<file path="src/rtl/lcd_pkg.sv">
// panel command encoding, opcode enum, command-word types, command table and table offsets
`default_nettype none

package lcd_pkg;

    typedef enum logic [1:0] {
        op_reg_addr  = 2'd0,    // register address, sent with dc low
        op_dat_byte  = 2'd1,    // register data, sent with dc high
        op_delay     = 2'd2,    // wait argument milliseconds
        op_reset_pin = 2'd3     // bit 0 set asserts the panel reset
    } cmd_op_t;

    typedef logic [7:0] cmd_arg_t;
    typedef logic [9:0] cmd_entry_t;   // {opcode, argument}
    typedef logic [7:0] spi_byte_t;
    typedef logic [4:0] rom_addr_t;

    localparam logic dc_cmd  = 1'b0;
    localparam logic dc_data = 1'b1;

    localparam rom_addr_t init_base  = 5'd0;
    localparam rom_addr_t init_len   = 5'd13;
    localparam rom_addr_t frame_base = 5'd13;
    localparam rom_addr_t frame_len  = 5'd11;

    // window covers 320 columns by 240 pages
    localparam cmd_entry_t cmd_table [24] = '{
        {op_reset_pin, 8'h01},  // hold panel in reset
        {op_delay,     8'h0A},  // 10 ms
        {op_reset_pin, 8'h00},  // release reset
        {op_delay,     8'h78},  // 120 ms
        {op_reg_addr,  8'h36},  // memory access control
        {op_dat_byte,  8'hC8},
        {op_reg_addr,  8'h3A},  // pixel format
        {op_dat_byte,  8'h55},  // 16 bit per pixel
        {op_reg_addr,  8'h35},  // tearing line on
        {op_dat_byte,  8'h00},
        {op_reg_addr,  8'h11},  // sleep out
        {op_delay,     8'h78},  // 120 ms
        {op_reg_addr,  8'h29},  // display on
        {op_reg_addr,  8'h2A},  // column address set
        {op_dat_byte,  8'h00},
        {op_dat_byte,  8'h00},
        {op_dat_byte,  8'h01},
        {op_dat_byte,  8'h3F},
        {op_reg_addr,  8'h2B},  // page address set
        {op_dat_byte,  8'h00},
        {op_dat_byte,  8'h00},
        {op_dat_byte,  8'h00},
        {op_dat_byte,  8'hEF},
        {op_reg_addr,  8'h2C}   // memory write, pixels follow
    };

endpackage

`default_nettype wire

</file>
<file path="src/rtl/pix_pkg.sv">
// RGB565 pixel type, default transparent colour and mixer mode enum
`default_nettype none

package pix_pkg;

    typedef logic [15:0] pixel_t;   // RGB565

    localparam pixel_t default_transparent = 16'hFFFF;

    typedef enum logic [1:0] {
        mix_idle      = 2'd0,
        mix_drain_img = 2'd1,   // discard image beats up to end of frame
        mix_drain_osd = 2'd2,   // discard osd beats up to end of frame
        mix_fill      = 2'd3    // mix pixels into the transmitter
    } mix_mode_t;

endpackage

`default_nettype wire

</file>
<file path="src/rtl/lcd_spi_tx.sv">
// 9-bit word serializer with a half-rate serial clock
`timescale 1ns/1ps
`default_nettype none

module lcd_spi_tx (
    input  wire                     s_axis_aclk,
    input  wire                     s_axis_aresetn,
    input  wire                     cmd_load,
    input  wire                     cmd_dc,
    input  wire lcd_pkg::spi_byte_t cmd_byte,
    input  wire                     pix_load,
    input  wire [15:0]              pix_data,
    output logic                    busy,
    output logic                    lcd_spi_scl,
    output logic                    lcd_spi_sda
);

    logic [17:0] shreg;     // msb on the line
    logic [4:0]  bit_cnt;   // bits left after the current one
    logic        phase;     // 0 scl low, 1 scl high

    always_ff @(posedge s_axis_aclk) begin
        if (!s_axis_aresetn) begin
            busy    <= 1'b0;
            phase   <= 1'b0;
            bit_cnt <= '0;
        end else if (cmd_load || pix_load) begin
            busy    <= 1'b1;
            phase   <= 1'b0;
            bit_cnt <= cmd_load ? 5'd8 : 5'd17;
        end else if (busy) begin
            phase <= ~phase;
            if (phase) begin
                if (bit_cnt == 5'd0) begin
                    busy <= 1'b0;
                end else begin
                    bit_cnt <= bit_cnt - 1'b1;
                end
            end
        end
    end

    always_ff @(posedge s_axis_aclk) begin
        if (cmd_load) begin
            shreg <= {cmd_dc, cmd_byte, 9'h000};
        end else if (pix_load) begin
            shreg <= {lcd_pkg::dc_data, pix_data[15:8], lcd_pkg::dc_data, pix_data[7:0]};
        end else if (busy && phase) begin
            shreg <= {shreg[16:0], 1'b0};   // advance after the high phase
        end
    end

    assign lcd_spi_scl = busy & phase;
    assign lcd_spi_sda = shreg[17];

    load_when_idle: assert property (@(posedge s_axis_aclk) disable iff (!s_axis_aresetn)
        (cmd_load || pix_load) |-> !busy);

    // sequencer and mixer share the line and must take turns
    single_loader: assert property (@(posedge s_axis_aclk) disable iff (!s_axis_aresetn)
        !(cmd_load && pix_load));

endmodule

`default_nettype wire

</file>
<file path="src/rtl/osd_mixer.sv">
// start-of-stream draining, image and osd pixel join, transparent colour select
`timescale 1ns/1ps
`default_nettype none

module osd_mixer #(
    parameter pix_pkg::pixel_t transparent_color = pix_pkg::default_transparent
) (
    input  wire                     s_axis_aclk,
    input  wire                     s_axis_aresetn,
    input  wire pix_pkg::mix_mode_t mix_mode,
    input  wire                     busy,
    input  wire pix_pkg::pixel_t    s_axis_img_tdata,
    input  wire                     s_axis_img_tvalid,
    output logic                    s_axis_img_tready,
    input  wire                     s_axis_img_tuser,
    input  wire pix_pkg::pixel_t    s_axis_osd_tdata,
    input  wire                     s_axis_osd_tvalid,
    output logic                    s_axis_osd_tready,
    input  wire                     s_axis_osd_tuser,
    output logic                    pix_load,
    output pix_pkg::pixel_t         pix_data,
    output logic                    drain_done,
    output logic                    frame_done
);

    logic fire;
    logic drain_img_rdy;
    logic drain_osd_rdy;
    logic img_beat;
    logic osd_beat;

    // one beat from each stream, only while the line is free
    assign fire = (mix_mode == pix_pkg::mix_fill) && s_axis_img_tvalid && s_axis_osd_tvalid
               && !busy;

    assign s_axis_img_tready = drain_img_rdy | fire;
    assign s_axis_osd_tready = drain_osd_rdy | fire;

    assign img_beat = s_axis_img_tvalid & s_axis_img_tready;
    assign osd_beat = s_axis_osd_tvalid & s_axis_osd_tready;

    assign drain_done = (drain_img_rdy && img_beat && s_axis_img_tuser)
                     || (drain_osd_rdy && osd_beat && s_axis_osd_tuser);

    assign pix_load = fire;
    assign pix_data = (s_axis_osd_tdata == transparent_color) ? s_axis_img_tdata
                                                              : s_axis_osd_tdata;

    always_ff @(posedge s_axis_aclk) begin
        if (!s_axis_aresetn) begin
            drain_img_rdy <= 1'b0;
            drain_osd_rdy <= 1'b0;
            frame_done    <= 1'b0;
        end else begin
            // drop ready on the end-of-frame beat
            drain_img_rdy <= (mix_mode == pix_pkg::mix_drain_img)
                          && !(img_beat && s_axis_img_tuser);
            drain_osd_rdy <= (mix_mode == pix_pkg::mix_drain_osd)
                          && !(osd_beat && s_axis_osd_tuser);
            frame_done    <= fire && s_axis_img_tuser && s_axis_osd_tuser;  // last pixel handed off
        end
    end

endmodule

`default_nettype wire

</file>
<file path="src/rtl/lcd_sequencer.sv">
// frame state machine, command table walker, millisecond timer and panel reset pin
`timescale 1ns/1ps
`default_nettype none

module lcd_sequencer #(
    parameter int ticks_per_ms = 50000
) (
    input  wire                 s_axis_aclk,
    input  wire                 s_axis_aresetn,
    input  wire                 busy,
    input  wire                 drain_done,
    input  wire                 frame_done,
    output pix_pkg::mix_mode_t  mix_mode,
    output logic                cmd_load,
    output logic                cmd_dc,
    output lcd_pkg::spi_byte_t  cmd_byte,
    output logic                lcd_resetn
);

    localparam int tick_w = $clog2(ticks_per_ms + 1);

    typedef enum logic [2:0] {
        st_reset,
        st_init,
        st_drain_img,
        st_drain_osd,
        st_burst,
        st_fill
    } seq_state_t;

    typedef enum logic [2:0] {
        wk_idle,
        wk_fetch,
        wk_exec,
        wk_wait_tx,
        wk_delay,
        wk_next,
        wk_done
    } walk_state_t;

    seq_state_t          state;
    walk_state_t         walk_state;
    logic                walk_start;
    logic                walk_done;
    logic                send_now;
    lcd_pkg::rom_addr_t  walk_base;
    lcd_pkg::rom_addr_t  walk_len;
    lcd_pkg::rom_addr_t  rom_addr;
    lcd_pkg::rom_addr_t  remaining;
    lcd_pkg::cmd_entry_t entry;
    lcd_pkg::cmd_op_t    entry_op;
    lcd_pkg::cmd_arg_t   entry_arg;
    lcd_pkg::cmd_arg_t   ms_cnt;
    logic [tick_w-1:0]   tick_cnt;
    logic                ms_tick;

    // walker is kicked on entry to init and before every frame
    assign walk_start = (state == st_reset)
                     || (state == st_drain_osd && drain_done)
                     || (state == st_fill && frame_done);
    assign walk_base  = (state == st_reset) ? lcd_pkg::init_base : lcd_pkg::frame_base;
    assign walk_len   = (state == st_reset) ? lcd_pkg::init_len : lcd_pkg::frame_len;
    assign walk_done  = (walk_state == wk_done);

    assign entry_op  = lcd_pkg::cmd_op_t'(entry[9:8]);
    assign entry_arg = entry[7:0];
    assign send_now  = (walk_state == wk_exec) && !busy
                    && (entry_op == lcd_pkg::op_reg_addr || entry_op == lcd_pkg::op_dat_byte);

    always_ff @(posedge s_axis_aclk) begin
        if (!s_axis_aresetn) begin
            state <= st_reset;
        end else begin
            case (state)
                st_reset:     state <= st_init;
                st_init:      if (walk_done) state <= st_drain_img;
                st_drain_img: if (drain_done) state <= st_drain_osd;
                st_drain_osd: if (drain_done) state <= st_burst;
                st_burst:     if (walk_done) state <= st_fill;
                st_fill:      if (frame_done) state <= st_burst;  // next window burst
                default:      state <= st_reset;
            endcase
        end
    end

    always_comb begin
        case (state)
            st_drain_img: mix_mode = pix_pkg::mix_drain_img;
            st_drain_osd: mix_mode = pix_pkg::mix_drain_osd;
            st_fill:      mix_mode = pix_pkg::mix_fill;
            default:      mix_mode = pix_pkg::mix_idle;
        endcase
    end

    // free-running millisecond tick
    always_ff @(posedge s_axis_aclk) begin
        if (!s_axis_aresetn) begin
            tick_cnt <= '0;
            ms_tick  <= 1'b0;
        end else if (tick_cnt == tick_w'(ticks_per_ms - 1)) begin
            tick_cnt <= '0;
            ms_tick  <= 1'b1;
        end else begin
            tick_cnt <= tick_cnt + 1'b1;
            ms_tick  <= 1'b0;
        end
    end

    always_ff @(posedge s_axis_aclk) begin
        entry <= lcd_pkg::cmd_table[rom_addr];  // one cycle read latency
    end

    always_ff @(posedge s_axis_aclk) begin
        if (send_now) begin
            cmd_byte <= entry_arg;
            cmd_dc   <= (entry_op == lcd_pkg::op_reg_addr) ? lcd_pkg::dc_cmd : lcd_pkg::dc_data;
        end
    end

    always_ff @(posedge s_axis_aclk) begin
        if (!s_axis_aresetn) begin
            walk_state <= wk_idle;
            rom_addr   <= '0;
            remaining  <= '0;
            ms_cnt     <= '0;
            cmd_load   <= 1'b0;
            lcd_resetn <= 1'b0;
        end else begin
            cmd_load <= send_now;
            case (walk_state)
                wk_idle: begin
                    if (walk_start) begin
                        rom_addr   <= walk_base;
                        remaining  <= walk_len;
                        walk_state <= wk_fetch;
                    end
                end
                wk_fetch: walk_state <= wk_exec;
                wk_exec: begin
                    case (entry_op)
                        lcd_pkg::op_delay: begin
                            ms_cnt     <= '0;
                            walk_state <= wk_delay;
                        end
                        lcd_pkg::op_reset_pin: begin
                            lcd_resetn <= ~entry_arg[0];
                            walk_state <= wk_next;
                        end
                        default: begin
                            if (send_now) walk_state <= wk_wait_tx;
                        end
                    endcase
                end
                wk_wait_tx: begin
                    if (!busy && !cmd_load) walk_state <= wk_next;  // busy lags load by a cycle
                end
                wk_delay: begin
                    if (ms_cnt == entry_arg) begin
                        walk_state <= wk_next;
                    end else if (ms_tick) begin
                        ms_cnt <= ms_cnt + 1'b1;
                    end
                end
                wk_next: begin
                    if (remaining == lcd_pkg::rom_addr_t'(1)) begin
                        walk_state <= wk_done;
                    end else begin
                        rom_addr   <= rom_addr + 1'b1;
                        remaining  <= remaining - 1'b1;
                        walk_state <= wk_fetch;
                    end
                end
                wk_done: walk_state <= wk_idle;
                default: walk_state <= wk_idle;
            endcase
        end
    end

    // a command must never be loaded on top of a pixel still on the line
    cmd_load_idle_tx: assert property (@(posedge s_axis_aclk) disable iff (!s_axis_aresetn)
        $rose(cmd_load) |-> !busy);

endmodule

`default_nettype wire

</file>
<file path="src/rtl/lcd_ctrl.sv">
// serial TFT controller top level joining sequencer, OSD mixer and serial transmitter
`timescale 1ns/1ps
`default_nettype none

module lcd_ctrl #(
    parameter int              clk_hz            = 50_000_000,
    parameter pix_pkg::pixel_t transparent_color = pix_pkg::default_transparent
) (
    input  wire                  s_axis_aclk,
    input  wire                  s_axis_aresetn,
    input  wire pix_pkg::pixel_t s_axis_img_tdata,
    input  wire                  s_axis_img_tvalid,
    output wire                  s_axis_img_tready,
    input  wire                  s_axis_img_tuser,   // end of frame
    input  wire pix_pkg::pixel_t s_axis_osd_tdata,
    input  wire                  s_axis_osd_tvalid,
    output wire                  s_axis_osd_tready,
    input  wire                  s_axis_osd_tuser,   // end of frame
    output wire                  lcd_spi_scl,
    output wire                  lcd_spi_sda,
    output wire                  lcd_resetn
);

    wire pix_pkg::mix_mode_t mix_mode;
    wire                     drain_done;
    wire                     frame_done;
    wire                     cmd_load;
    wire                     cmd_dc;
    wire lcd_pkg::spi_byte_t cmd_byte;
    wire                     pix_load;
    wire pix_pkg::pixel_t    pix_data;
    wire                     busy;

    lcd_sequencer #(
        .ticks_per_ms (clk_hz / 1000)
    ) u_sequencer (
        .s_axis_aclk    (s_axis_aclk),
        .s_axis_aresetn (s_axis_aresetn),
        .busy           (busy),
        .drain_done     (drain_done),
        .frame_done     (frame_done),
        .mix_mode       (mix_mode),
        .cmd_load       (cmd_load),
        .cmd_dc         (cmd_dc),
        .cmd_byte       (cmd_byte),
        .lcd_resetn     (lcd_resetn)
    );

    osd_mixer #(
        .transparent_color (transparent_color)
    ) u_mixer (
        .s_axis_aclk       (s_axis_aclk),
        .s_axis_aresetn    (s_axis_aresetn),
        .mix_mode          (mix_mode),
        .busy              (busy),
        .s_axis_img_tdata  (s_axis_img_tdata),
        .s_axis_img_tvalid (s_axis_img_tvalid),
        .s_axis_img_tready (s_axis_img_tready),
        .s_axis_img_tuser  (s_axis_img_tuser),
        .s_axis_osd_tdata  (s_axis_osd_tdata),
        .s_axis_osd_tvalid (s_axis_osd_tvalid),
        .s_axis_osd_tready (s_axis_osd_tready),
        .s_axis_osd_tuser  (s_axis_osd_tuser),
        .pix_load          (pix_load),
        .pix_data          (pix_data),
        .drain_done        (drain_done),
        .frame_done        (frame_done)
    );

    lcd_spi_tx u_spi_tx (
        .s_axis_aclk    (s_axis_aclk),
        .s_axis_aresetn (s_axis_aresetn),
        .cmd_load       (cmd_load),
        .cmd_dc         (cmd_dc),
        .cmd_byte       (cmd_byte),
        .pix_load       (pix_load),
        .pix_data       (pix_data),
        .busy           (busy),
        .lcd_spi_scl    (lcd_spi_scl),
        .lcd_spi_sda    (lcd_spi_sda)
    );

endmodule

`default_nettype wire

</file>
<file path="config.mk">
export PLATFORM = sky130hd
export DESIGN_NAME = lcd_ctrl
export DESIGN_NICKNAME = d
export VERILOG_FILES = /design/src/rtl/lcd_pkg.sv /design/src/rtl/pix_pkg.sv /design/src/rtl/lcd_spi_tx.sv /design/src/rtl/osd_mixer.sv /design/src/rtl/lcd_sequencer.sv /design/src/rtl/lcd_ctrl.sv
export SDC_FILE = /design/constraint.sdc
export NUM_CORES = 1
export LEC_CHECK = 0
export ABC_AREA = 1
export BUFFER_PORTS_ARGS = -buffer_cell sky130_fd_sc_hd__buf_2
export CAP_MARGIN = 25
export CELL_PAD_IN_SITES_DETAIL_PLACEMENT = 1
export CELL_PAD_IN_SITES_GLOBAL_PLACEMENT = 1
export CORE_MARGIN = 8
export CORE_UTILIZATION = 30
export DETAILED_ROUTE_END_ITERATION = 12
export PLACE_DENSITY = 0.69
export SYNTH_ARGS = -nofsm -noshare
export SYNTH_HDL_FRONTEND = slang
export SYNTH_SLANG_ARGS = --single-unit
</file>
<file path="constraint.sdc">
create_clock -name s_axis_aclk -period 1.5 [get_ports s_axis_aclk]
set_input_delay 0.3 -clock s_axis_aclk [delete_from_list [all_inputs] [get_ports s_axis_aclk]]
set_output_delay 0.3 -clock s_axis_aclk [all_outputs]
set_load 0.005 [all_outputs]
</file>
==> impl_metrics.csv <==
group,metric,value,unit
flow_run,maxCapViolations,0,
synthesis,syn_avg_cell_area,7.69,um^2
cts,cts_tree,"yes",
power_and_ir_drop,p_comb_share,42.4,%
finish,regArea,2000,um^2
route,vias_per_cell,4.88,
synthesis,yosys.area_share.simple,30.7,%
synthesis,synth_warnings,0,
power_and_ir_drop,p_int,0.00582,W
synthesis,async_flop_share,0,%
worst_setup_path,cp-start-kind,"flop",
timing,fmax,657,MHz
cts,cts-hold-fix-buffers,0,
global_route,grt_use_total,14.0,%
worst_setup_path,crit_start,"u_sequencer.state[0]",
cts,cts_max_level,3,
global_route,overflow,0,
global_route,grt_max_degree,26,
global_route,grt_first_pass_wirelength,23000,um
worst_setup_path,r2r-start,"u_sequencer.walk_state[0]",
route,postRouteWirelength,14500,um
outcome,violations,"setup timing",
cts,clkTransAtPathRegs,0.06,ns
route,wire_per_inst,15.1,um
placement,portBuffers,42,
min_path,worstHoldPathType,"input port to flop",
synthesis,syn_area,4860,um^2
power_and_ir_drop,power.switching,0.00368,W
power_and_ir_drop,cellLeakagePower,2.55,nW
timing,holdWs,0.206,ns
route,final_antenna_net_count,0,
timing,period_share,101,%
synthesis,synthFlopType,"dfxtp_1",
synthesis,ys_types,49,
finish,fillCellCount,1950,
worst_setup_path,path_class,"flop to output port",
timing,final_max_slew_viol_count,0,
placement,routabilityCongestion,0.875,
die,start_util,30.6,%
timing,worstMarginPinSlew,0.429,ns
worst_setup_path,r2r_setup_slack,0,ns
die,pin_count,43,
die,coreArea,15900,um^2
die,die_y,143,um
global_route,grt_pass1_vias,4752,
worst_setup_path,reg2reg_to,"u_sequencer.rom_addr[0]",
power_and_ir_drop,seqPwrFrac,34.3,%
timing,setup_viol,2,
min_path,hp-start,"s_axis_osd_tuser",
route,dr.pass1.iters,4,
finish,fin_util,40.1,%
timing,period_needed,1.52,ns
finish,drive_gt1_share,30.9,%
timing,worst_clock_skew,0.0138,ns
power_and_ir_drop,max-vdd-ir-drop,0.000641,V
route,vias,4661,
synthesis,synth-compound-area-share,15.0,%
timing,hold_viol,0,
finish,final_common_cell,"nand2_1",
finish,diodes,0,
die,die_w,143,um
worst_setup_path,path_max_fanout,5,
cts,cts_buffers,9,
synthesis,ys_seq_elements,90,
finish,syn2layout_area_growth,30.9,%
synthesis,syn_nets,684,
worst_setup_path,r2r_cells,8,
placement,dp.final_hpwl,10600,um
route,drc_errors,0,
worst_setup_path,arrival,1.22,ns
worst_setup_path,cp-endpoint,"s_axis_img_tready",
worst_setup_path,critPathRequiredTime,1.20,ns
placement,dp_cells,917,
synthesis,synthAdderAreaFrac,3.60,%
cts,root_buffer,"clkbuf_16",
timing,setup-tns-final,-0.0362,ns
synthesis,synth_top_family_by_area,"simple AND/OR/NAND/NOR gates",
synthesis,postSynthCellCount,632,
cts,cts.sinks,90,
outcome,status,"complete, but fails checks",
timing,slew_headroom,71.0,%
global_route,grt_antenna_before_repair,0,
synthesis,synth_edf_count,18,
timing,rsz0062_at_grt,"yes",
finish,stdcell_count,956,
route,drt_iter0_markers,255,
synthesis,synthXorXnorAreaFrac,2.88,%
cts,clockBufferDepth,2,
finish,multi_input_area,2790,um^2
synthesis,muxShareOfSynthArea,0,%
synthesis,ys_seq_area_share,40.8,%
cts,insertion_delay,0.35,ns
die,dieArea,20500,um^2
worst_setup_path,crit_path_end_kind,"output port",
finish,fin_nets,788,
power_and_ir_drop,pwr-share-clk,23.3,%
timing,setup_ws,-0.0215,ns
power_and_ir_drop,switching_share,38.7,%
placement,post-place-ws,-0.0380,ns
die,rows,46,
power_and_ir_drop,p_per_area,1490,nW/um^2
finish,mostFrequentLayoutCells,"nand2_1, dfxtp_1, nor2_1, buf_4, inv_1",
## metrics by stage
| step | total power [W] | cell area (um^2) |
|---|---|---|
| after detailed placement | 0.00658 | 5620 |
| final | 0.00950 | 6360 |
| after global routing | 0.0101 | 6360 |
| after global placement | 0.00643 | 5620 |
| after floorplan | 0.00553 | 4870 |
| after CTS | 0.00892 | 6000 |
## cell families after synthesis
| family | Yosys count |
|---|---|
| compound gates | 119 |
| xor+xnor | 16 |
| fa+ha+maj | 14 |
| buf+inv | 84 |
| flops | 90 |
| simple gates | 309 |
## synth_stat cells, types with 13 or more instances
cell type / n / area share, %
nand2_1: 131 / 10
nand3_1: 48 / 4.9
nor3_1: 13 / 1.3
o211ai_1: 14 / 2.2
edfxtp_1: 18 / 11
nand4_1: 15 / 1.9
o21ai_0: 41 / 4.2
nor2_1: 59 / 4.6
inv_1: 60 / 4.6
ha_1: 14 / 3.6
a21oi_1: 37 / 3.8
dfxtp_1: 72 / 30
## registers in the layout (all words and copies together) (netlist names), 3 cells and up
register,cells
u_sequencer.remaining,5
u_sequencer.state,3
u_sequencer.ms_cnt,8
u_sequencer.rom_addr,5
u_sequencer.walk_state,3
u_sequencer.tick_cnt,16
u_sequencer.entry,10
u_spi_tx.bit_cnt,5
u_sequencer.cmd_byte,8
u_spi_tx.shreg,18
## layout make-up
| class | instances | share of cell area (%) |
|---|---|---|
| clock buffers | 13 | 4.27 |
| clock inverters | 2 | 0.197 |
| inverters | 69 | 4.19 |
| multi-input cells | 462 | 43.8 |
| flip-flops and latches | 90 | 31.5 |
| well taps | 216 | 4.25 |
| repair buffers | 104 | 11.8 |
## routing by layer
| metal | global-route usage [%] | share of wire, % |
|---|---|---|
| met2 | 24.8 | 50 |
| met1 | 16.0 | 44 |
| met3 | 2.69 | 3.7 |
| met4 | 6.14 | 1.9 |
| met5 | 0 | 0 |
## what timing repair did
action	4_1_cts	5_1_grt
cloned	0	4
pin swaps	8	32
setup buffers	5	15
endpoints found under the setup margin	19	68
resized for setup	20	65
## critical path, cell delays in order (launching register included)
cell,delay [ns]
dfxtp_4,0.37
nand3_4,0.09
nor2_4,0.05
or2_4,0.24
buf_6,0.12
## power by group through the flow
stage	registers, W	clock network, W	logic, W
floorplan	0.00316	0	0.00236
global placement	0.00322	0	0.00321
detailed placement	0.00324	0	0.00334
CTS	0.00323	0.00227	0.00342
global route	0.00331	0.00238	0.00444
finish	0.00326	0.00221	0.00403
## worst min path at each step
stage	end	slack (ns)	depth (start not counted)
finish	u_mixer.drain_osd_rdy	0.21	2
CTS	u_mixer.drain_osd_rdy	0.19	2
floorplan	u_mixer.drain_osd_rdy	0.42	1
detailed placement	u_spi_tx.busy	0.46	1
global route	u_mixer.drain_osd_rdy	0.20	2
global placement	u_sequencer.remaining[1]	0.46	2
Note: power is estimated with default switching activity, not from simulation.
